===== config.mk =====
export PLATFORM = sky130hd
export DESIGN_NAME = lsu_issue
export DESIGN_NICKNAME = d
export VERILOG_FILES = /design/src/verilog/lsu_pkg.sv /design/src/verilog/lsu_issue.sv
export SDC_FILE = /design/constraint.sdc
export NUM_CORES = 1
export LEC_CHECK = 0
export ABC_AREA = 0
export BUFFER_PORTS_ARGS = -buffer_cell sky130_fd_sc_hd__buf_4
export CORE_MARGIN = 8
export CORE_UTILIZATION = 42
export DETAILED_ROUTE_END_ITERATION = 10
export PLACE_DENSITY = 0.79
export SLEW_MARGIN = 20
export SYNTH_ARGS = -nofsm -noshare
export SYNTH_HDL_FRONTEND = slang
export SYNTH_SLANG_ARGS = --single-unit

===== constraint.sdc =====
create_clock -name clk -period 5.3 [get_ports clk]
set_input_delay 1.06 -clock clk [delete_from_list [all_inputs] [get_ports clk]]
set_output_delay 1.06 -clock clk [all_outputs]
set_load 0.1 [all_outputs]

===== src/verilog/lsu_pkg.sv =====
/* shared types of the load/store path
   structs are sized for XLEN_MAX and narrower cores use the low XLEN bits */
`default_nettype none

package lsu_pkg;

  ////////////////////////////////////////////////////////////////////
  // widths
  ////////////////////////////////////////////////////////////////////

  localparam int unsigned XLEN_MAX = 64;  // widest supported core

  typedef logic [XLEN_MAX-1:0] lsu_word_t;  // one full-width data/address word

  ////////////////////////////////////////////////////////////////////
  // funct3 codes
  ////////////////////////////////////////////////////////////////////

  // RV load funct3, code 3'b111 unused
  typedef enum logic [2:0] {
    LB  = 3'b000,
    LH  = 3'b001,
    LW  = 3'b010,
    LD  = 3'b011,
    LBU = 3'b100,
    LHU = 3'b101,
    LWU = 3'b110
  } lsu_f3_e;

  // stores reuse the signed load codes, told apart by we
  localparam lsu_f3_e SB = LB;
  localparam lsu_f3_e SH = LH;
  localparam lsu_f3_e SW = LW;
  localparam lsu_f3_e SD = LD;

  ////////////////////////////////////////////////////////////////////
  // command, bus request, response
  ////////////////////////////////////////////////////////////////////

  typedef struct packed {
    logic      we;   // store when set
    lsu_f3_e   f3;   // size and sign
    lsu_word_t adr;  // byte address
    lsu_word_t wdt;  // store data, right aligned
  } lsu_cmd_t;

  typedef struct packed {
    logic                  wen;  // bus write
    lsu_f3_e               f3;   // kept for the read path
    logic [2:0]            ofs;  // byte lane of the access
    lsu_word_t             adr;  // word aligned
    logic [XLEN_MAX/8-1:0] ben;  // byte enables
    lsu_word_t             wdt;  // lane shifted store data
  } lsu_req_t;

  typedef struct packed {
    logic      we;   // echo of command type
    logic      err;  // misaligned or illegal
    lsu_word_t rdt;  // load result, zero otherwise
  } lsu_rsp_t;

endpackage

`default_nettype wire

===== src/verilog/lsu_issue.sv =====
/* command register and bus request of the load/store path
   misaligned and illegal commands never reach the bus
   an error command is only taken while the request register is empty */
`default_nettype none

module lsu_issue #(
  parameter  int unsigned XLEN = 32,
  localparam int unsigned BW   = XLEN/8,
  localparam int unsigned WW   = $clog2(BW)
) (
  input  logic              clk,
  input  logic              rst,
  // command in
  input  lsu_pkg::lsu_cmd_t cmd,
  input  logic              cmd_vld,
  output logic              cmd_rdy,
  // data bus
  output logic              ls_vld,
  output logic              ls_wen,
  output logic [XLEN-1:0]   ls_adr,
  output logic [BW-1:0]     ls_ben,
  output logic [XLEN-1:0]   ls_wdt,
  input  logic              ls_rdy,
  // to load align stage
  output logic              rd_xfer,
  output logic [WW-1:0]     rd_ofs,
  output lsu_pkg::lsu_f3_e  rd_f3,
  output logic              wr_xfer,
  output logic              bad
);

logic [1:0]         sz;     // log2 of access bytes
logic               ill;    // unused code or too wide
logic               mal;    // misaligned
logic               err;
logic [2:0]         amsk;   // address bits that must be zero
logic [7:0]         bmsk;   // byte mask at lane 0
lsu_pkg::lsu_word_t dmsk;   // data mask at lane 0
logic [WW-1:0]      lane;
logic               acc;    // command handshake
logic               xfer;   // bus handshake
logic               vld_q;
lsu_pkg::lsu_req_t  req_d;
lsu_pkg::lsu_req_t  req_q;

//////////////////////////////////////////////////////////////////////
// decode
//////////////////////////////////////////////////////////////////////

// same size rule for loads and stores
always_comb begin
  sz  = 2'd0;
  ill = 1'b0;
  if (cmd.we) begin
    case (cmd.f3)
      lsu_pkg::SB: sz = 2'd0;
      lsu_pkg::SH: sz = 2'd1;
      lsu_pkg::SW: sz = 2'd2;
      lsu_pkg::SD: sz = 2'd3;
      default:     ill = 1'b1;  // no unsigned stores
    endcase
  end else begin
    case (cmd.f3)
      lsu_pkg::LB, lsu_pkg::LBU: sz = 2'd0;
      lsu_pkg::LH, lsu_pkg::LHU: sz = 2'd1;
      lsu_pkg::LW, lsu_pkg::LWU: sz = 2'd2;
      lsu_pkg::LD:               sz = 2'd3;
      default:                   ill = 1'b1;
    endcase
  end
  if (sz == 2'd3 && XLEN < 64) ill = 1'b1;  // doubleword needs RV64
end

always_comb begin
  case (sz)
    2'd0: begin
      amsk = 3'b000;
      bmsk = 8'h01;
      dmsk = 64'h00000000_000000ff;
    end
    2'd1: begin
      amsk = 3'b001;
      bmsk = 8'h03;
      dmsk = 64'h00000000_0000ffff;
    end
    2'd2: begin
      amsk = 3'b011;
      bmsk = 8'h0f;
      dmsk = 64'h00000000_ffffffff;
    end
    default: begin
      amsk = 3'b111;
      bmsk = 8'hff;
      dmsk = 64'hffffffff_ffffffff;
    end
  endcase
end

assign mal  = |(cmd.adr[2:0] & amsk);
assign err  = mal | ill;
assign lane = cmd.adr[WW-1:0];

//////////////////////////////////////////////////////////////////////
// handshakes and request register
//////////////////////////////////////////////////////////////////////

assign xfer    = vld_q & ls_rdy;
// errors wait for an empty register so their response never meets a transfer
assign cmd_rdy = ~vld_q | (xfer & ~err);
assign acc     = cmd_vld & cmd_rdy;
assign bad     = acc & err;

always_comb begin
  req_d.wen = cmd.we;
  req_d.f3  = cmd.f3;
  req_d.ofs = 3'(lane);
  req_d.adr = cmd.adr & ~lsu_pkg::lsu_word_t'(BW-1);  // drop lane bits
  req_d.ben = bmsk << lane;
  req_d.wdt = (cmd.wdt & dmsk) << (8 * lane);       // mask then move to lane
end

always_ff @(posedge clk, posedge rst) begin
  if (rst) begin
    vld_q <= 1'b0;
  end else if (acc && !err) begin
    vld_q <= 1'b1;  // refill, also on the transfer edge
  end else if (xfer) begin
    vld_q <= 1'b0;
  end
end

always_ff @(posedge clk) begin
  if (acc && !err) req_q <= req_d;  // held until ls_rdy
end

assign ls_vld  = vld_q;
assign ls_wen  = req_q.wen;
assign ls_adr  = req_q.adr[XLEN-1:0];
assign ls_ben  = req_q.ben[BW-1:0];
assign ls_wdt  = req_q.wdt[XLEN-1:0];

assign rd_xfer = xfer & ~req_q.wen;
assign wr_xfer = xfer &  req_q.wen;
assign rd_ofs  = req_q.ofs[WW-1:0];
assign rd_f3   = req_q.f3;

endmodule

`default_nettype wire


* Word level (Yosys, flattened, before mapping)
Cells that the tools add are included.
Operators by class: mux-type cells 12, bitwise gates (word level) 13, reductions and logical operators 10, shift operators 2, equal/unequal tests 9
Operators by type and width (number):
- 64-bit case mux with 3 select lines | 1
- 64-bit AND | 1
- 64-bit by 5-bit left shift with 32-bit output | 1
- 8-bit case mux with 3 select lines | 1
- 2-bit case mux with 3 select lines | 2
- 3-bit == test (second input constant) | 3
- 3-bit case mux with 3 select lines | 1
- 8-bit by 2-bit left shift with 4-bit output | 1
- 7-bit OR reduction | 1
- 1-bit AND | 6
- 3-bit by 2-bit == test with 1-bit output (second input constant) | 2
- 1-bit two-way mux | 6
- 2-bit == test (second input constant) | 2
- 2-bit OR reduction | 2
- 4-bit OR reduction | 1
- 3-bit AND | 1
- 3-bit by 1-bit == test with 1-bit output (second input constant) | 1
- 3-bit logical NOT | 1
- 1-bit NOT | 3
- 3-bit OR reduction | 1
- 2-bit by 1-bit == test with 1-bit output (second input constant) | 1
- 2-bit logical NOT | 1
- 2-bit two-way mux | 1
- 1-bit bitwise OR | 2
- other kinds (3) | 3
Storage, ports and cells: input bits 136, output and inout port bits 79, bits in registers 73, word-level logic and storage cells 53

* Longest topological paths before layout
Gate-level depths: netlist (run 1).
word-level depth 15, gate-level depth with buffers 7, depth with buffers taken out 6

* Least setup slack after synthesis (run 1)
OpenSTA, ideal clock, no wires.
kind in2out, from in cmd[128] (netlist name), to out bad, setup slack 829 ps, cell stages on the path 6, data arrival time 3411 ps, data required time 4240 ps, path buffers 0, cell sequence inv_1 ha_1 mux2_4 o21ai_2 o21ai_0 a21oi_1
Between the ends: cells in the longest elaborated chain, start to end 14, elaborated cells between the ends (all ways) 31, those cells by class eq/ne: 9; mux: 8; bitwise: 7; reduce/logical: 7
Ends and longest elaborated chain:
- from (decl) | line lsu_issue.sv:14 | input lsu_pkg::lsu_cmd_t cmd,
- 3-bit by 2-bit == test with 1-bit output (tied with other cells) | line lsu_issue.sv:55, lsu_issue.sv:63
- 2-bit OR reduction
- 2-bit case mux with 3 select lines | line lsu_issue.sv:63 | case (cmd.f3)
- 2-bit two-way mux | line lsu_issue.sv:54 | if (cmd.we) begin
- 2-bit == test (tied with other cells) | line lsu_issue.sv:75 | case (sz)
- 3-bit case mux with 3 select lines | line lsu_issue.sv:75
- 3-bit AND | line lsu_issue.sv:99 | assign mal = |(cmd.adr[2:0] & amsk);
- 3-bit OR reduction | line lsu_issue.sv:99
- 1-bit bitwise OR * | line lsu_issue.sv:100 | assign err = mal | ill;
- 1-bit NOT | line lsu_issue.sv:109 | assign cmd_rdy = ~vld_q | (xfer & ~err);
- 1-bit AND | line lsu_issue.sv:109
- 1-bit bitwise OR | line lsu_issue.sv:109
- 1-bit AND | line lsu_issue.sv:110 | assign acc = cmd_vld & cmd_rdy;
- 1-bit AND * | line lsu_issue.sv:111 | assign bad = acc & err;
- to (decl) | line lsu_issue.sv:29 | output logic bad
Mark *: on every way between the ends. The rest lies on a longest branch, timed or not.

* Worst setup path in the final report (run 1)
from in cmd[128] (netlist name), to out cmd_rdy
Between the ends: cells in the longest elaborated chain, start to end 12, elaborated cells between the ends (all ways) 29, those cells by class eq/ne: 9; mux: 8; bitwise: 5; reduce/logical: 7
Ends and longest elaborated chain:
- 3-bit by 2-bit == test with 1-bit output (tied with other cells) | line lsu_issue.sv:55, lsu_issue.sv:63
- 2-bit OR reduction
- 2-bit case mux with 3 select lines | line lsu_issue.sv:63
- 2-bit two-way mux | line lsu_issue.sv:54
- 2-bit == test (tied with other cells) | line lsu_issue.sv:75
- 3-bit case mux with 3 select lines | line lsu_issue.sv:75
- 3-bit AND | line lsu_issue.sv:99
- 3-bit OR reduction | line lsu_issue.sv:99
- 1-bit bitwise OR * | line lsu_issue.sv:100
- 1-bit NOT * | line lsu_issue.sv:109
- 1-bit AND * | line lsu_issue.sv:109
- 1-bit bitwise OR * | line lsu_issue.sv:109
- to (decl) | line lsu_issue.sv:16 | output logic cmd_rdy,
Marks and branches as above.

==> results of run 1 <==
==> Yosys cell counts, drive strengths merged <==
| cell type | count | share of area |
|---|---|---|
| a21oi | 12 | 0.022 |
| a22o | 8 | 0.022 |
| a31o | 1 | 0.0027 |
| a31oi | 17 | 0.033 |
| a32o | 1 | 0.0031 |
| and2 | 16 | 0.031 |
| and3 | 1 | 0.0020 |
| buf | 11 | 0.027 |
| clkbuf | 3 | 0.0035 |
| clkinv | 1 | 0.0012 |
| conb | 1 | 0.0012 |
| dfrtp | 1 | 0.0078 |
| edfxtp | 72 | 0.68 |
| ha | 6 | 0.024 |
| inv | 7 | 0.0082 |
| mux2 | 9 | 0.033 |
| nand2 | 10 | 0.012 |
| nand2b | 2 | 0.0047 |
| nand3 | 1 | 0.0031 |
| nand3b | 1 | 0.0024 |
| nand4 | 1 | 0.0020 |
| nor2 | 3 | 0.0043 |
| nor3 | 2 | 0.0031 |
| o2111a | 1 | 0.0035 |
| o211ai | 8 | 0.019 |
| o21a | 2 | 0.0071 |
| o21ai | 4 | 0.0075 |
| o22a | 1 | 0.0027 |
| o22ai | 1 | 0.0063 |
| o2bb2ai | 8 | 0.022 |
==> per-stage QoR <==
stage	power (mW)	util	setup slack, ps	cells
floorplan	1.04	-	829	213
global placement	1.15	0.595	1300	446
detailed placement	1.16	0.595	1250	446
CTS	1.58	0.621	1250	462
global route	1.62	0.621	1120	462
finish	1.57	0.621	1260	462
==> sequential cells by signal, summed over array words and instances (netlist names) <==
| signal | count |
|---|---|
| ls_wdt | 32 |
| ls_adr | 30 |
| ls_ben | 4 |
| rd_f3 | 3 |
| rd_ofs | 2 |
| ls_vld | 1 |
| ls_wen | 1 |
==> where the power goes <==
group	leakage [nW]	switching, mW	internal, mW	total, mW
clock	0.0970	0.210	0.216	0.426
combinational	1.06	0.348	0.107	0.454
sequential	0.691	0.00956	0.679	0.689
total	1.85	0.567	1.00	1.57
==> cell usage in the layout (no fill, tap or decap), types with 6 or more instances in the layout <==
master / synthesis / routed
nand2_1: 10 / 10
o211ai_1: 8 / 8
a21oi_1: 11 / 11
buf_4: 5 / 148
inv_1: 6 / 6
mux2_2: 8 / 8
a31oi_1: 17 / 17
o2bb2ai_1: 8 / 8
clkbuf_8: 0 / 9
and2_1: 16 / 16
a22o_1: 8 / 8
edfxtp_1: 72 / 72
ha_1: 6 / 6
==> layer usage <==
metal / vias to the layer above / GRT usage / routed length [um] / share of wire
met5: - / 0 / 0 / 0
met4: 0 / 0.0534 / 99 / 0.011
met3: 10 / 0.0770 / 1230 / 0.13
met2: 131 / 0.289 / 4410 / 0.48
met1: 1094 / 0.178 / 3410 / 0.37
li1: 1114 / - / - / -
==> logic make-up (layout without fill, tap and decap cells) <==
logic type               after synthesis  count (layout)  synth area share
AO/OA/AOI/OAI                         64              64             0.151
adder cells (fa/ha/maj)                6               6            0.0235
buffers and inverters                 22             172            0.0400
flip-flops                            73              73             0.686
multiplexers                           9               9            0.0330
other                                  1               2           0.00118
AND/OR/NAND/NOR                       37              37            0.0648
==> worst max path at each step <==
stage,start,slack (ps),cells after the start,endpoint
CTS,cmd[128],1250,8,cmd_rdy
finish,cmd[128],1260,8,cmd_rdy
floorplan,cmd[128],830,6,bad
global placement,cmd[128],1300,8,cmd_rdy
global route,cmd[128],1120,8,bad
detailed placement,cmd[128],1250,8,cmd_rdy
==> critical path, stage by stage <==
cell and delay [ps]:
buf_4 130, inv_1 100, ha_1 210, a21oi_4 80
o22ai_4 580, o21ai_1 290, a31o_2 290, buf_4 230
==> final cells by class <==
| cell class | count | area [um2] | area share |
|---|---|---|---|
| clock buffer | 9 | 124 | 0.0273 |
| clock inverter | 7 | 68.8 | 0.0152 |
| inverter | 8 | 30.0 | 0.00663 |
| multi-input combinational | 118 | 886 | 0.196 |
| sequential | 73 | 2190 | 0.483 |
| tap | 99 | 124 | 0.0273 |
| timing repair buffer | 148 | 1110 | 0.245 |
==> impl_metrics.py, run 1 <==
metrics = {
    "timing": {
        "fin_setup_tns_ps": 0,
        "slew_headroom": 0.384,
        "worst_pin_slew_ps": 921,
        "slew_viol_final": 0,
        "holdWs_ps": 538,
        "min_period_ps": 4040,
        "timing.final.crit_share": 0.762,
        "setup_viol": 0,
        "hold_viol": 0,
        "fmax_mhz": 248,
        "grt_setup_unrepaired": "no",
        "finClkSkew_ps": 8.23,
    },
    "cts": {
        "ctsResizeCount": 0,
        "cts_setup_buffers": 0,
        "clk_path_buf_depth": 2,
        "clk_latency_ps": 350,
        "h-tree-depth": 3,
        "cts_sinks": 73,
        "cts_root_buf": "clkbuf_8",
        "cts-buffers-inserted": 9,
        "cts_hold_buf": 0,
        "path_clk_slew_ps": 80,
        "cts_tree": "built",
    },
    "final_layout": {
        "drive_above_1_share": 0.501,
        "diodes": 0,
        "fin_area_um2": 4530,
        "syn_to_final_growth_pct": 42.1,
        "fin_nets": 500,
        "n_fill_cell": 565,
    },
    "critical_path": {
        "rr_endpoint": "ls_wdt[0]",
        "reg2reg_from": "ls_vld",
        "worstPathMaxFanout": 28,
        "arrival_ps": 2980,
        "start_kind": "primary input",
        "worstSetupEndpointType": "output port",
        "required_ps": 4240,
        "reg2reg_setup_slack_ps": 3500,
        "rr_worst_depth": 2,
        "crit_type": "in2out",
    },
    "routing": {
        "ant_nets": 0,
        "dr.pass1.iters": 5,
        "drtIter0Drc": 108,
        "drc_errors": 0,
        "viasPerCell": 5.08,
        "wl_per_cell_um": 19.8,
        "num_vias": 2349,
        "routed_wirelength_um": 9150,
    },
    "grt": {
        "grt_pass1_wl_um": 13400,
        "antenna_found_initial": 0,
        "track_usage": 0.168,
        "grt_max_degree": 73,
        "grt_pass1_vias": 2503,
        "overflow": 0,
    },
    "power_and_ir_drop": {
        "p_leak_nw": 1.85,
        "vdd.ir_drop.worst_mv": 0.160,
        "p_per_area_nw_per_um2": 346,
    },
    "floorplan": {
        "coreArea_um2": 7290,
        "die_x_um": 103,
        "fp-row-count": 31,
        "die_area_um2": 10600,
        "start_util": 0.437,
        "io_pins": 215,
        "die_h_um": 103,
    },
    "logic_synthesis": {
        "yosys_register_bits": 73,
        "ys_seq_area_frac": 0.686,
        "ys_types": 40,
        "yosys_warnings": 0,
        "synth_cells": 212,
        "syn_area_per_cell_um2": 15.0,
        "synth_area_um2": 3190,
    },
    "placed_design": {
        "place_congestion": 0.726,
        "io_buffer_count": 148,
        "dp_hpwl_um": 6620,
        "postPlaceCellArea_um2": 4340,
    },
    "outcome": {
        "status": "finished clean",
    },
    "hold_path": {
        "hold_class": "in2async",
    },
    "run": {
        "maxCapViolCount": 0,
    },
}
No activity file was read; power rests on OpenSTA's default activity.
==> run 2, diff against run 1 <==
--- a/config.mk
+++ b/config.mk
@@ -8,9 +8,9 @@
 export ABC_AREA = 0
 export BUFFER_PORTS_ARGS = -buffer_cell sky130_fd_sc_hd__buf_4
 export CORE_MARGIN = 8
-export CORE_UTILIZATION = 42
+export CORE_UTILIZATION = 38
 export DETAILED_ROUTE_END_ITERATION = 10
-export PLACE_DENSITY = 0.79
+export PLACE_DENSITY = 0.75
 export SLEW_MARGIN = 20
 export SYNTH_ARGS = -nofsm -noshare
 export SYNTH_HDL_FRONTEND = slang
==> constraint.sdc (replaced) <==
create_clock -name clk -period 3.3 [get_ports clk]
set_input_delay 0.66 -clock clk [delete_from_list [all_inputs] [get_ports clk]]
set_output_delay 0.66 -clock clk [all_outputs]
set_load 0.1 [all_outputs]
==> run 2 against run 1 <==
Largest cell class unchanged; critical path depth unchanged; utilization decreased by 6.0 points; final cell count increased by 2.4%; critical endpoint unchanged; largest power group unchanged; die area increased by 8.9%; sequential cell count unchanged; non-clock buffer count increased by 6; first-iteration DRC count decreased by 25%; sequential power increased by 61%; register-to-register slack got worse by 1700 ps; total power increased by 61%; worst setup slack got worse by 880 ps.
==> impl_metrics.py, run 2 (synthesis results as in run 1) <==
metrics = {
    "power_and_ir_drop": {
        "seqPwrFrac": 0.438,
        "clkPwrFrac": 0.267,
        "p_leak_nw": 1.87,
        "p_switching_uw": 911,
        "p_int_mw": 1.61,
        "vdd.ir_drop.worst_mv": 0.212,
        "comb_power_share": 0.295,
        "swShare": 0.361,
        "p_per_area_nw_per_um2": 550,
    },
    "critical_path": {
        "required_ps": 2640,
        "worstPathMaxFanout": 5,
        "arrival_ps": 2260,
        "worstSetupEndpointType": "output port",
        "crit_type": "in2out",
        "start_kind": "primary input",
    },
    "grt": {
        "met1_usage": 0.167,
        "antenna_found_initial": 0,
        "grt_pass1_wl_um": 13600,
        "grt_max_degree": 49,
        "grt_pass1_vias": 2466,
        "busiest_layer": "met2",
        "grt_use_met3": 0.0599,
        "overflow": 0,
        "use_met2": 0.271,
        "track_usage": 0.154,
    },
    "floorplan": {
        "coreArea_um2": 8180,
        "start_util": 0.390,
        "fp-row-count": 33,
        "die_x_um": 108,
        "die_h_um": 108,
        "die_area_um2": 11600,
        "io_pins": 215,
    },
    "routing": {
        "drc_errors": 0,
        "ant_nets": 0,
        "wl_per_cell_um": 19.5,
        "dr.pass1.iters": 4,
        "routed_wirelength_um": 9240,
        "viasPerCell": 5.08,
        "num_vias": 2403,
        "drtIter0Drc": 81,
    },
    "timing": {
        "holdWs_ps": 155,
        "setup_viol": 0,
        "setup_ws_ps": 383,
        "min_period_ps": 2920,
        "finClkSkew_ps": 6.59,
        "slew_headroom": 0.660,
        "worst_pin_slew_ps": 505,
        "hold_viol": 0,
        "grt_setup_unrepaired": "no",
        "fmax_mhz": 343,
        "timing.final.crit_share": 0.884,
        "fin_setup_tns_ps": 0,
        "slew_viol_final": 0,
    },
    "cts": {
        "clk_path_buf_depth": 2,
        "cts_sinks": 73,
        "path_clk_slew_ps": 80,
        "cts_hold_buf": 0,
        "cts_root_buf": "clkbuf_8",
        "h-tree-depth": 3,
        "cts-buffers-inserted": 9,
        "cts_setup_buffers": 0,
        "cts_tree": "built",
        "clk_latency_ps": 330,
        "ctsResizeCount": 0,
    },
    "final_layout": {
        "diodes": 0,
        "drive_above_1_share": 0.514,
        "fin_nets": 506,
        "largest_reg_flops": 32,
        "final_cell_mix": "buf_4 (153), edfxtp_1 (72), a31oi_1 (17), and2_1 (16)",
        "post-route-util": 0.561,
        "syn_to_final_growth_pct": 43.9,
        "layout.cells.most_common": "buf_4",
    },
    "outcome": {
        "status": "finished clean",
    },
    "placed_design": {
        "io_buffer_count": 148,
        "dp_hpwl_um": 6860,
        "place_ws_ps": 379,
        "place_congestion": 0.739,
    },
    "run": {
        "maxCapViolCount": 0,
    },
    "hold_path": {
        "hold_class": "in2async",
    },
}
[run 2: power by group through the flow]
stage          Sequential, mW  Combinational, mW  Clock, mW
4_1_cts                  1.11              0.748      0.686
6_report                 1.11              0.743      0.673
3_3_place_gp             1.12              0.739          0
3_5_place_dp             1.13              0.748          0
2_1_floorplan            1.49              0.179          0
5_1_grt                  1.11              0.771      0.725
[run 2: layout make-up]
class / count / area (um2)
sequential: 73 / 2190
multi-input combinational: 118 / 887
clock inverter: 6 / 60.1
clock buffer: 9 / 124
fill: 711 / 3590
inverter: 8 / 30.0
tap: 105 / 131
timing repair buffer: 154 / 1170
[run 2: layer usage]
layer  vias to the layer above  share of wire  routed length, um
met3                         6          0.094                864
li1                       1124              -                  -
met2                       110           0.52               4810
met5                         -              0                  0
met4                         0          0.013                116
met1                      1163           0.37               3450
[run 2: stage by stage]
stage / power, mW / cell area [um2] / std cells
3_5_place_dp: 1.87 / 4400 / 458
2_1_floorplan: 1.67 / 3200 / 213
3_3_place_gp: 1.86 / 4400 / 458
5_1_grt: 2.61 / 4590 / 473
6_report: 2.52 / 4590 / 473
4_1_cts: 2.54 / 4590 / 473
[run 2: critical path, stage by stage]
cell,delay (ps)
buf_4,130
inv_1,100
ha_1,240
mux2_4,280
o21ai_2,110
o21ai_0,210
a31o_2,300
buf_4,230
[run 2: final timing paths]
check | startpoint | end | slack [ps] | cells after the start
min in group clk | cmd[68] | ls_adr[4] | 500 | 1
min | rst | ls_vld | 160 | 2
max reg2reg | ls_vld | ls_adr[23] | 1830 | 3
max in group asynchronous | rst | ls_vld | 3060 | 2
min reg2reg | ls_vld | ls_vld | 560 | 1
max | cmd[129] | cmd_rdy | 380 | 8
