### config.mk
export PLATFORM = sky130hd
export DESIGN_NAME = lsu_load_align
export DESIGN_NICKNAME = d
export VERILOG_FILES = /design/src/verilog/lsu_pkg.sv /design/src/verilog/lsu_load_align.sv
export SDC_FILE = /design/constraint.sdc
export NUM_CORES = 1
export LEC_CHECK = 0
export BUFFER_PORTS_ARGS = -buffer_cell sky130_fd_sc_hd__buf_2
export CORE_AREA = 2 2 72 74
export DETAILED_ROUTE_END_ITERATION = 8
export DIE_AREA = 0 0 74 76
export PLACE_DENSITY = 0.74
export SLEW_MARGIN = 20
export SYNTH_ARGS = -nofsm -noshare
export SYNTH_HDL_FRONTEND = slang
export SYNTH_SLANG_ARGS = --single-unit
export TNS_END_PERCENT = 10
### constraint.sdc
create_clock -name clk -period 2.45 [get_ports clk]
set_clock_uncertainty 0.2 [all_clocks]
set_input_delay 0.1225 -clock clk [delete_from_list [all_inputs] [get_ports clk]]
set_output_delay 0.1225 -clock clk [all_outputs]
set_load 0.005 [all_outputs]
### src/verilog/lsu_pkg.sv
/* shared types of the load/store path
   structs are sized for XLEN_MAX and narrower cores use the low XLEN bits */
`default_nettype none

package lsu_pkg;

  ////////////////////////////////////////////////////////////////////
  // widths
  ////////////////////////////////////////////////////////////////////

  localparam int unsigned XLEN_MAX = 64;  // widest supported core

  typedef logic [XLEN_MAX-1:0] lsu_word_t;  // one full-width data/address word

  ////////////////////////////////////////////////////////////////////
  // funct3 codes
  ////////////////////////////////////////////////////////////////////

  // RV load funct3, code 3'b111 unused
  typedef enum logic [2:0] {
    LB  = 3'b000,
    LH  = 3'b001,
    LW  = 3'b010,
    LD  = 3'b011,
    LBU = 3'b100,
    LHU = 3'b101,
    LWU = 3'b110
  } lsu_f3_e;

  // stores reuse the signed load codes, told apart by we
  localparam lsu_f3_e SB = LB;
  localparam lsu_f3_e SH = LH;
  localparam lsu_f3_e SW = LW;
  localparam lsu_f3_e SD = LD;

  ////////////////////////////////////////////////////////////////////
  // command, bus request, response
  ////////////////////////////////////////////////////////////////////

  typedef struct packed {
    logic      we;   // store when set
    lsu_f3_e   f3;   // size and sign
    lsu_word_t adr;  // byte address
    lsu_word_t wdt;  // store data, right aligned
  } lsu_cmd_t;

  typedef struct packed {
    logic                  wen;  // bus write
    lsu_f3_e               f3;   // kept for the read path
    logic [2:0]            ofs;  // byte lane of the access
    lsu_word_t             adr;  // word aligned
    logic [XLEN_MAX/8-1:0] ben;  // byte enables
    lsu_word_t             wdt;  // lane shifted store data
  } lsu_req_t;

  typedef struct packed {
    logic      we;   // echo of command type
    logic      err;  // misaligned or illegal
    lsu_word_t rdt;  // load result, zero otherwise
  } lsu_rsp_t;

endpackage

`default_nettype wire
### src/verilog/lsu_load_align.sv
/* load alignment and response register
   expects at most one of rd_xfer, wr_xfer and bad per cycle
   rsp fields are meaningful only while rsp_vld is high */
`default_nettype none

module lsu_load_align #(
  parameter  int unsigned XLEN = 32,
  localparam int unsigned BW   = XLEN/8,
  localparam int unsigned WW   = $clog2(BW)
) (
  input  logic              clk,
  input  logic              rst,
  input  logic              rd_xfer,
  input  logic [WW-1:0]     rd_ofs,
  input  lsu_pkg::lsu_f3_e  rd_f3,
  input  logic              wr_xfer,
  input  logic              bad,
  input  logic [XLEN-1:0]   ls_rdt,
  output lsu_pkg::lsu_rsp_t rsp,
  output logic              rsp_vld
);

// response owed next cycle
typedef enum logic [1:0] {
  PND_NONE,
  PND_LOAD,
  PND_STORE,
  PND_ERR
} pnd_e;

pnd_e               pnd_q;
logic [WW-1:0]      ofs_q;  // lane of the read in flight
lsu_pkg::lsu_f3_e   f3_q;
lsu_pkg::lsu_word_t sht;    // word moved down to lane 0
lsu_pkg::lsu_word_t ext;    // extended result

always_ff @(posedge clk, posedge rst) begin
  if (rst) begin
    pnd_q <= PND_NONE;
  end else if (rd_xfer) begin
    pnd_q <= PND_LOAD;
  end else if (wr_xfer) begin
    pnd_q <= PND_STORE;
  end else if (bad) begin
    pnd_q <= PND_ERR;
  end else begin
    pnd_q <= PND_NONE;
  end
end

// read side info latched at the bus transfer
always_ff @(posedge clk) begin
  if (rd_xfer) begin
    ofs_q <= rd_ofs;
    f3_q  <= rd_f3;
  end
end

//////////////////////////////////////////////////////////////////////
// shift and extend
//////////////////////////////////////////////////////////////////////

always_comb begin
  sht = lsu_pkg::lsu_word_t'(ls_rdt) >> (8 * ofs_q);
  case (f3_q)
    lsu_pkg::LB:  ext = lsu_pkg::lsu_word_t'($signed(sht[7:0]));
    lsu_pkg::LH:  ext = lsu_pkg::lsu_word_t'($signed(sht[15:0]));
    lsu_pkg::LW:  ext = lsu_pkg::lsu_word_t'($signed(sht[31:0]));
    lsu_pkg::LD:  ext = sht;
    lsu_pkg::LBU: ext = lsu_pkg::lsu_word_t'(sht[7:0]);
    lsu_pkg::LHU: ext = lsu_pkg::lsu_word_t'(sht[15:0]);
    lsu_pkg::LWU: ext = lsu_pkg::lsu_word_t'(sht[31:0]);
    default:      ext = '0;
  endcase
end

//////////////////////////////////////////////////////////////////////
// response register
//////////////////////////////////////////////////////////////////////

always_ff @(posedge clk, posedge rst) begin
  if (rst) rsp_vld <= 1'b0;
  else     rsp_vld <= (pnd_q != PND_NONE);
end

always_ff @(posedge clk) begin
  rsp.we  <= (pnd_q == PND_STORE);
  rsp.err <= (pnd_q == PND_ERR);
  // only low XLEN bits carry data
  rsp.rdt <= (pnd_q == PND_LOAD) ? lsu_pkg::lsu_word_t'(ext[XLEN-1:0]) : '0;
end

endmodule

`default_nettype wire

# --- After elaboration in Yosys (flattened, before gate mapping) ---
# Cells that the tools add are included.
# W data, S select, Z words.
word_totals:
  mem_bits_rw: 0
  regBits: 74
  mem_bits_ro: 0
  mem_count: 0
  wordCells: 24
  latchBits: 0
  input_bits: 42
classes:
  reduce_logical: 2
  order_cmp: 0
  add_sub_neg: 0
  n_eq_ne: 9
  n_div: 0
  shift: 1
  bitwise: 0
  n_mux: 4
  multipliers: 0
ops:
  columns: ["op", "count"]
  rows:
  - ["$pmux W32 S7", 1]
  - ["$shr A32 B5 Y32", 1]
  - ["$eq A3 B3 Y1 const B", 3]
  - ["$eq A3 B2 Y1 const B", 2]
  - ["$mux W2", 3]
  - ["$eq A2 B2 Y1 const B", 2]
  - ["$eq A3 B1 Y1 const B", 1]
  - ["$logic_not A3 Y1", 1]
  - ["$eq A2 B1 Y1 const B", 1]
  - ["$reduce_bool A2 Y1", 1]

# --- Longest topological paths before layout ---
# Gate-level depths: netlist of run 1.
depth:
  depth_word: 3
  ltp_mapped: 6
  depth_no_buf: 4

# --- Least setup slack after synthesis of run 1 ---
# Ideal clock, no wire load.
synth_path:
  kind: "reg-to-reg"
  start: "reg ofs_q[1]"
  end: "reg rsp[24] (netlist name)"
  path_slack_ns: 0.737
  stages_incl_launch_ff: 7
  t_arrival_ns: 1.379
  cell_sequence: "edfxtp_1 -> buf_6 -> mux2_4 -> o21ai_0 -> o311a_1 -> buf_4 -> a21oi_1"
synth_between:
  elab_chain_cells: 2
synth_lines:
  columns: ["item", "line", "text"]
  rows:
  - ["start, declared", "lsu_load_align.sv:32", "logic [WW-1:0] ofs_q;"]
  - ["start signal, assigned", "lsu_load_align.sv:54", "ofs_q <= rd_ofs;"]
  - ["$shr A32 B5 Y32", "lsu_load_align.sv:64", "sht = lsu_pkg::lsu_word_t'(ls_rdt) >> (8 * ofs_q);"]
  - ["$pmux W32 S7", "lsu_load_align.sv:65", "case (f3_q)"]
  - ["end, declared", "lsu_load_align.sv:19", "output lsu_pkg::lsu_rsp_t rsp,"]
# No other way between the ends.
# A chain may end at the register's enable or synchronous reset.

# --- Worst setup path in the final report of run 1 ---
layout_path:
  start: "reg f3_q[0]"
  end: "reg rsp[24] (netlist name)"
layout_between:
  elab_chain_cells: 2
  word_cells_on_any_way: 8
  classes_between: "eq/ne (6); mux (1); reduce/logical (1)"
layout_lines:
  columns: ["item", "line", "text"]
  rows:
  - ["start, declared", "lsu_load_align.sv:33", "lsu_pkg::lsu_f3_e f3_q;"]
  - ["start signal, assigned", "lsu_load_align.sv:55", "f3_q <= rd_f3;"]
  - ["$eq A3 B3 Y1 (tied with other cells)", "lsu_load_align.sv:65", null]
  - ["$pmux W32 S7 (*)", "lsu_load_align.sv:65", null]
# Every way passes the cells marked *; elsewhere a longest branch is shown, timed or not.

==> impl_metrics.toml, run 1 <==
[status]
status = "completed"

[timing]
layout_min_cycle_time_ps = 1938
max_freq_mhz = 515.9
fin_crit_sh_pct = 79.12
hold_viol_final = 0
slew_headroom_pct = 64.85
rsz0062_at_grt = "no"
tns_ps = 0
worst_pin_slew_ps = 527.3
setup_viol = 0
final-max-slew-violation-count = 0
timing.hold.ws_ps = 33.52

[setup_path]
timing.critical_path.to = "rsp[24]"
required_ps = 2410
cp-end-kind = "flop"
critPathArrivalTime_ps = 1900
path_max_fanout = 16
r2r_slack_ps = 510
worstPathCellList = "nor4b_1 > o21ai_0 > o311a_1 > a21oi_1"
worstSetupPathType = "flop to flop"
slowest_stage = "edfxtp_1"
cp_num_buf_inv = 0
path_delay_family = "compound AO/OA/AOI/OAI gates"
startpoint = "f3_q[0]"
critPathLaunchType = "flop"
reg2reg_to = "rsp[24]"
r2r-start = "f3_q[0]"
crit_cells = 4
max_stage_delay_ps = 540
worst-r2r-cell-count = 4

[clock_tree]
cts-buffers-inserted = 5
cts_tree = "yes"
cts_root_buf = "clkbuf_8"
clk_latency_ps = 300
clkTransAtPathRegs_ps = 80
cts_buffer_depth = 2
cts_sinks = 42
h-tree-depth = 2

[floorplanning]
io_pins = 109
die-height_um = 76
dieWidth_um = 74
core_area_um2 = 4912
start_util_pct = 42.41
rows = 26
die_area_um2 = 5624

[worst_hold_path]
hp-class = "input pin to async pin"

[synth]
ys_types = 34
synth-edff-count = 5
async_flop_share_pct = 7.143
yosysTopAreaCell = "dfxtp_1"
syn_inst = 218
synth-seq-area-share_pct = 43.48
yosysWarningCount = 0
synth_area_um2 = 2083
syn_avg_cell_area_um2 = 9.556
synth-main-ff-cell = "dfxtp_1"
synth_commonest_cells = "34 x buf_4, 34 x dfxtp_1, 18 x nand2_1"
synth.top_cell.area_share_pct = 32.67
ys_seq_elements = 42
synth.top_cells.by_area = "dfxtp_1 33%, buf_4 12%, edfxtp_1 7.2%"

[power_and_ir_drop]
power_frac_comb_pct = 20.1
power_density_nw_per_um2 = 562.0
ir_drop_mv = 0.1886
switching_power_mw = 0.3900
p_sw_share_pct = 26.34
cellLeakagePower_nw = 1.209
p_int_mw = 1.091
pwr-share-seq_pct = 52.0
power_frac_clock_pct = 27.9

[drt]
routed_via_density = 4.370
num_vias = 1652
routed_wirelength_mm = 4.329
first_pass_iters = 4
drtIter0Drc = 50
postRouteAntennaNets = 0
wl_per_cell_um = 11.45
drc = 0

[grt]
grt_max_degree = 36
grt_first_pass_wirelength_mm = 6.803
antenna_found_initial = 0
grt_pass1_vias = 1476
grt_overflow = 0
grt.total_usage_pct = 15.69

[place]
io_buffers = 76
dp_hpwl_mm = 3.161
gp_congestion = 0.8011

[final_layout]
fillers = 468
n_antenna_cell = 0
seq_area_um2 = 905.9
areaGrowthSynthToFinish_pct = 26.49
multiInputGateArea_um2 = 953.4
nets = 349
drive_above_1_share_pct = 33.44

[run]
drv_cap = 0
-- cell families after synthesis --
kind of cell,after synthesis,share of synthesized area (%)
compound gates,54,18.14
buf+inv,51,16.34
flops,42,43.48
mux,17,8.889
other cells,1,0.1800
simple gates,53,12.97
-- power by group through the flow --
stage / Sequential [mW] / Clock, mW / Combinational (mW)
2_1_floorplan: 0.781 / 0 / 0.216
3_3_place_gp: 0.786 / 0 / 0.269
3_5_place_dp: 0.786 / 0 / 0.271
4_1_cts: 0.770 / 0.428 / 0.296
5_1_grt: 0.776 / 0.459 / 0.332
6_report: 0.771 / 0.413 / 0.297
-- area by class of cell --
cell class | count | share of cell area [%]
Clock buffer | 8 | 3.039
Inverter | 4 | 0.5698
Multi-Input combinational cell | 156 | 36.18
Sequential cell | 42 | 34.38
Tap cell | 70 | 3.324
Timing Repair Buffer | 98 | 22.51
-- cells in the final DEF (no fill, tap or decap), drive strengths merged, types with 8 or more instances in the layout --
| master | instances |
|---|---|
| and2 | 8 |
| mux2 | 9 |
| o21ai | 10 |
| buf | 79 |
| dlygate4sd3 | 19 |
| nand2 | 18 |
| nor2 | 10 |
| dfxtp | 34 |
| clkbuf | 8 |
| mux2i | 8 |
| conb | 32 |
| a211oi | 15 |
| nor2b | 9 |
| a21oi | 24 |
-- registers in the layout (all words and copies together), names as in the netlist --
signal	flops
rsp	34
rsp_vld	1
pnd_q	2
ofs_q	2
f3_q	3
-- worst min-delay path, delay by kind of cell --
family	cells	cell delay (ps)
buffers and inverters	3	750
-- routing by layer --
layer	vias up	global-route usage, %	wire length, um
met2	77	24.91	2000
met4	0	7.818	138
met5	-	0	0
li1	859	-	-
met3	14	5.291	347
met1	702	18.53	1843
-- how the worst min path moves through the flow --
stage / cells past startpoint / from / slack, ps / end
after detailed placement: 2 / rst / -210 / rsp_vld
after global placement: 2 / rst / -210 / rsp_vld
final: 3 / rst / 30 / rsp_vld
after floorplan: 1 / rst / -320 / pnd_q[0]
after CTS: 3 / rst / 30 / rsp_vld
after global routing: 3 / rst / 50 / rsp_vld
-- what timing repair did --
item                                   in CTS  in global routing
setup endpoints to repair                   0                  0
setup buffers                               0                  0
endpoints found under the hold margin      23                  0
gates resized for setup                     0                  0
hold buffers                               19                  0
-- metrics by stage --
| stage | setup WS (ps) | total power, mW | std cells | util [%] | area (um^2) |
|---|---|---|---|---|---|
| floorplan | 737.2 | 0.9968 | 249 | - | 2200 |
| global placement | 600.9 | 1.055 | 351 | 48.14 | 2365 |
| detailed placement | 549.4 | 1.057 | 351 | 48.14 | 2365 |
| CTS | 521.4 | 1.494 | 378 | 53.64 | 2635 |
| global route | 336.6 | 1.566 | 378 | 53.64 | 2635 |
| finish | 511.7 | 1.481 | 378 | 53.64 | 2635 |
No activity file was read; power rests on OpenSTA's default activity.
==> run 2, diff against run 1 <==
Settings changed: CORE_AREA 2 2 72 74 to 2 2 75 77, DIE_AREA 0 0 74 76 to 0 0 77 79, PLACE_DENSITY 0.74 to 0.71.
Clock period 2.45 ns to 1.6 ns, I/O delays scaled along.
==> run 2 against run 1 <==
  * The run now ends with hold timing, setup timing left
  * Sequential share of layout area down 3.2 points
  * Fmax up 12%
  * Largest cell class unchanged
  * Critical endpoint is now rsp[9]
  * Sequential power rose by 53%
  * Clock power grew 66%
  * Final cell count rose by 5.3%
  * Hold slack got worse by 40 ps
  * Global-route usage up 0.21 points
  * Critical path depth is 1 higher
  * Via count rose by 5.6%
  * Flip-flop and latch count did not move
  * Wire length grew 11%
  * First-iteration DRC count is 58% higher
==> impl_metrics.toml, run 2 (synthesis results as in run 1) <==
[status]
status = "complete, but fails checks"
violations = "hold timing, setup timing"

[final_layout]
nets = 367
final_cells = 398
fillers = 530
largest_reg_flops = 34
final_cell_mix = "76 x buf_2, 34 x dfxtp_1, 32 x conb_1"
areaGrowthSynthToFinish_pct = 39.40
final_common_cell = "buf_2"
largestRegisters = "rsp x34, f3_q x3"
final_util_pct = 54.41
regMostFlops = "rsp"
drive_above_1_share_pct = 39.88
n_antenna_cell = 0

[timing]
max_freq_mhz = 577.2
fin_crit_sh_pct = 108.3
timing.hold.ws_ps = -6.226
setup_slack_ps = -132.4
rsz0062_at_grt = "yes"
hold_viol_final = 2
setup_viol = 25
layout_min_cycle_time_ps = 1732
final-max-slew-violation-count = 0

[setup_path]
startpoint = "ofs_q[1]"
worstPathCellList = "mux2_4 > mux2i_2 > or4_1 > buf_6 > a21oi_2"
cp-end-kind = "flop"
required_ps = 1630
r2r-start = "ofs_q[1]"
critPathArrivalTime_ps = 1760
max_stage_delay_ps = 450
cp_num_buf_inv = 1
critPathLaunchType = "flop"
path_max_fanout = 8
path_delay_family = "flip-flops"
worstSetupPathType = "flop to flop"
slowest_stage = "edfxtp_1"

[grt]
grt.total_usage_pct = 15.90
grt_first_pass_wirelength_mm = 7.500
grt_pass1_vias = 1564
antenna_found_initial = 0
grt_max_degree = 33
grt_overflow = 0

[drt]
num_vias = 1744
met2_length_mm = 2.354
drc = 0
first_pass_iters = 4
wl_met3_um = 310
highest_layer = "met4"
routed_wirelength_mm = 4.812
wl_met1_mm = 1.983
drtIter0Drc = 79
postRouteAntennaNets = 0
routed_via_density = 4.382
wl_per_cell_um = 12.09

[clock_tree]
cts-buffers-inserted = 5
cts_root_buf = "clkbuf_8"
cts_tree = "yes"
h-tree-depth = 2
cts_buffer_depth = 2
clkTransAtPathRegs_ps = 70
cts_sinks = 42
clk_latency_ps = 290

[floorplanning]
die_area_um2 = 6083
start_util_pct = 39.03
rows = 27
io_pins = 109
dieWidth_um = 77
die-height_um = 79
core_area_um2 = 5338

[power_and_ir_drop]
power_density_nw_per_um2 = 835.0
cellLeakagePower_nw = 1.325
ir_drop_mv = 0.4790

[worst_hold_path]
hp-class = "input pin to flop"
min_from = "ls_rdt[14]"

[place]
gp_congestion = 0.8639
placed_cells = 365
io_buffers = 76
dp_hpwl_mm = 3.375

[run]
drv_cap = 0
==> run 2: tightest hold or removal path: stages <==
cell and delay [ps]:
buf_2 80, mux2i_2 70, a211oi_2 210
==> run 2: through the flow <==
step	hold slack (ps)	TNS [ps]	setup WS (ps)	cell area [um^2]	total power, mW
detailed placement	-241.4	-2009	-124.3	2507	1.682
global placement	-256.8	-1533	-104.0	2507	1.677
global route	4.166	-4219	-205.8	2904	2.569
finish	-6.226	-2543	-132.4	2904	2.425
CTS	0.3625	-2681	-131.9	2861	2.427
floorplan	-366.4	-1726	-101.0	2203	1.528
==> run 2: layout make-up <==
type	count	area [um^2]	area share [%]
multi-input combinational	156	1003	34.55
sequential	42	905.9	31.19
tap	72	90.09	3.102
clock inverter	1	5.005	0.1723
timing repair buffer	116	798.3	27.49
clock buffer	7	86.33	2.973
inverter	4	15.01	0.5170
==> run 2: final timing paths <==
path	end	slack (ps)	cells past startpoint
min in group asynchronous	pnd_q[0]	540	4
min reg2reg	rsp[65]	270	1
max reg2reg	rsp[9]	-130	5
min	rsp[6]	-6	3
max in group asynchronous	pnd_q[1]	520	4
max	rsp[9]	-130	5
==> run 2: per-layer routing <==
layer  up-vias  track usage [%]
met2        71            27.02
met3        13            3.977
li1        896                -
met5         -                0
met4         0            9.821
met1       764            18.01
==> run 2: power by group <==
| group | internal, mW | switching [mW] |
|---|---|---|
| Combinational | 0.293 | 0.268 |
| Sequential | 1.14 | 0.0366 |
| Clock | 0.348 | 0.336 |
==> run 2: repair_timing <==
item,in CTS,in global routing
gates resized for setup,4,13
setup endpoints to repair,26,31
endpoints found under the hold margin,25,0
buffers inserted,1,0
hold buffers,24,0
==> run 3, diff against run 2 <==
Settings changed: REMOVE_ABC_BUFFERS set to 1.
==> run 3 against run 2 <==
  * The flow finishes with violations (setup timing)
  * Via count rose by 5.8%
  * Final area rose by 2.0%
  * Die area did not move
  * Critical path depth did not move
  * Total power rose by 1.0%
  * Largest power group unchanged
==> impl_metrics.toml, run 3 (synthesis results as in run 1) <==
[status]
status = "complete, but fails checks"
violations = "setup timing"

[floorplanning]
core_area_um2 = 5338
start_util_pct = 39.03
rows = 27
io_pins = 109
die-height_um = 79
die_area_um2 = 6083
dieWidth_um = 77

[final_layout]
n_antenna_cell = 0
final_util_pct = 55.49
largestRegisters = "rsp x34, f3_q x3"
final_common_cell = "buf_2"
final_cells = 403
drive_above_1_share_pct = 41.39
largest_reg_flops = 34
final_cell_mix = "76 x buf_2, 34 x dfxtp_1, 32 x conb_1"
regMostFlops = "rsp"
areaGrowthSynthToFinish_pct = 42.16
final_cell_area_um2 = 2962
fillers = 502
nets = 372

[clock_tree]
cts-buffers-inserted = 5
cts_root_buf = "clkbuf_8"
clkTransAtPathRegs_ps = 70
cts_buffer_depth = 2
cts_sinks = 42
h-tree-depth = 2
clk_latency_ps = 290
cts_tree = "yes"

[place]
io_buffers = 76
dpl-instance-area_um2 = 2510
placed_cells = 367
dp_hpwl_mm = 3.511
gp_congestion = 0.8482
dp_worst_setup_slack_ps = -138.7

[timing]
final-max-slew-violation-count = 0
setup_slack_ps = -131.4
hold_viol_final = 0
fin_crit_sh_pct = 108.2
tns_ps = -2746
rsz0062_at_grt = "yes"
timing.hold.ws_ps = 17.61
setup_viol = 28
layout_min_cycle_time_ps = 1731
max_freq_mhz = 577.6

[power_and_ir_drop]
p_total_mw = 2.450
ir_drop_mv = 0.3513
cellLeakagePower_nw = 1.348
power_density_nw_per_um2 = 827.2

[grt]
use_met2_pct = 28.68
grt-busiest-layer = "met2"
grt_max_degree = 33
antenna_found_initial = 0
grtUsageMet3_pct = 3.636
grt_pass1_vias = 1705
grt_overflow = 0
grt_first_pass_wirelength_mm = 7.893
grt.total_usage_pct = 16.45
met1_usage_pct = 18.13

[worst_hold_path]
hp-class = "input pin to flop"
whs_path_depth = 3

[setup_path]
critPathLaunchType = "flop"
cp-end-kind = "flop"
worstPathCellList = "mux2_4 > mux2i_2 > or4_1 > buf_6 > a21oi_2"
required_ps = 1630
max_stage_delay_ps = 460
worst-r2r-cell-count = 5
worstSetupPathType = "flop to flop"
path_max_fanout = 8
critPathArrivalTime_ps = 1760
slowest_stage = "edfxtp_1"

[drt]
wl_per_cell_um = 12.87
first_pass_iters = 4
num_vias = 1845
drtIter0Drc = 54
drc = 0
postRouteAntennaNets = 0
routed_wirelength_mm = 5.186
routed_via_density = 4.578

[run]
drv_cap = 0
-- run 3: cell count changes in the layout (fill, tap and decap cells not counted), moves of 2 or more --
cell	delta
a21oi_1	-8
o21ai_1	-2
mux2i_1	+3
dlygate4sd3_1	+3
mux2i_2	-3
a21oi_2	+7
buf_4	+3
o21ai_0	+2
-- run 3: final timing paths --
| path | from | end | slack, ps |
|---|---|---|---|
| setup / recovery | ofs_q[1] | rsp[10] | -130 |
| hold / removal | ls_rdt[13] | rsp[5] | 20 |
| setup reg to reg | ofs_q[1] | rsp[10] | -130 |
| hold reg to reg | pnd_q[0] | rsp[65] | 270 |
| max in group asynchronous | rst | rsp_vld | 510 |
| min in group asynchronous | rst | pnd_q[1] | 560 |
-- run 3: critical path: cells and delay by family, from the launching register on --
kind / cells / cell delay [ps]
buffers and inverters: 1 / 170
AOI/OAI and AO/OA: 1 / 110
muxes: 2 / 310
DFF: 1 / 460
and+or+nand+nor: 1 / 420
-- run 3: what timing repair did --
item                                    4_1_cts  5_1_grt
hold endpoints to repair                     28        0
gates resized for setup                       4       18
buffers inserted                              1        0
endpoints found under the setup margin       28       31
hold buffers                                 27        0
pin swaps                                     3        3
-- run 3: metal layers --
metal  share of wire (%)  vias to the layer above
met1                  39                      838
li1                    -                      905
met2                  50                       80
met5                   0                        -
met4                 5.0                        0
met3                 5.6                       22
-- run 3: layout make-up --
| type | count | area (um^2) | area share, % |
|---|---|---|---|
| inverter | 4 | 15.01 | 0.5070 |
| timing repair buffer | 121 | 830.8 | 28.05 |
| clock buffer | 7 | 86.33 | 2.915 |
| multi-input combinational | 156 | 1028 | 34.73 |
| tap | 72 | 90.09 | 3.042 |
| sequential | 42 | 905.9 | 30.59 |
| clock inverter | 1 | 5.005 | 0.1690 |
-- run 3: where the power goes --
group	switching (mW)	total (mW)	leakage (nW)	internal [mW]
clock	0.338	0.686	0.0482	0.348
combinational	0.283	0.581	0.939	0.298
sequential	0.0392	1.18	0.361	1.14
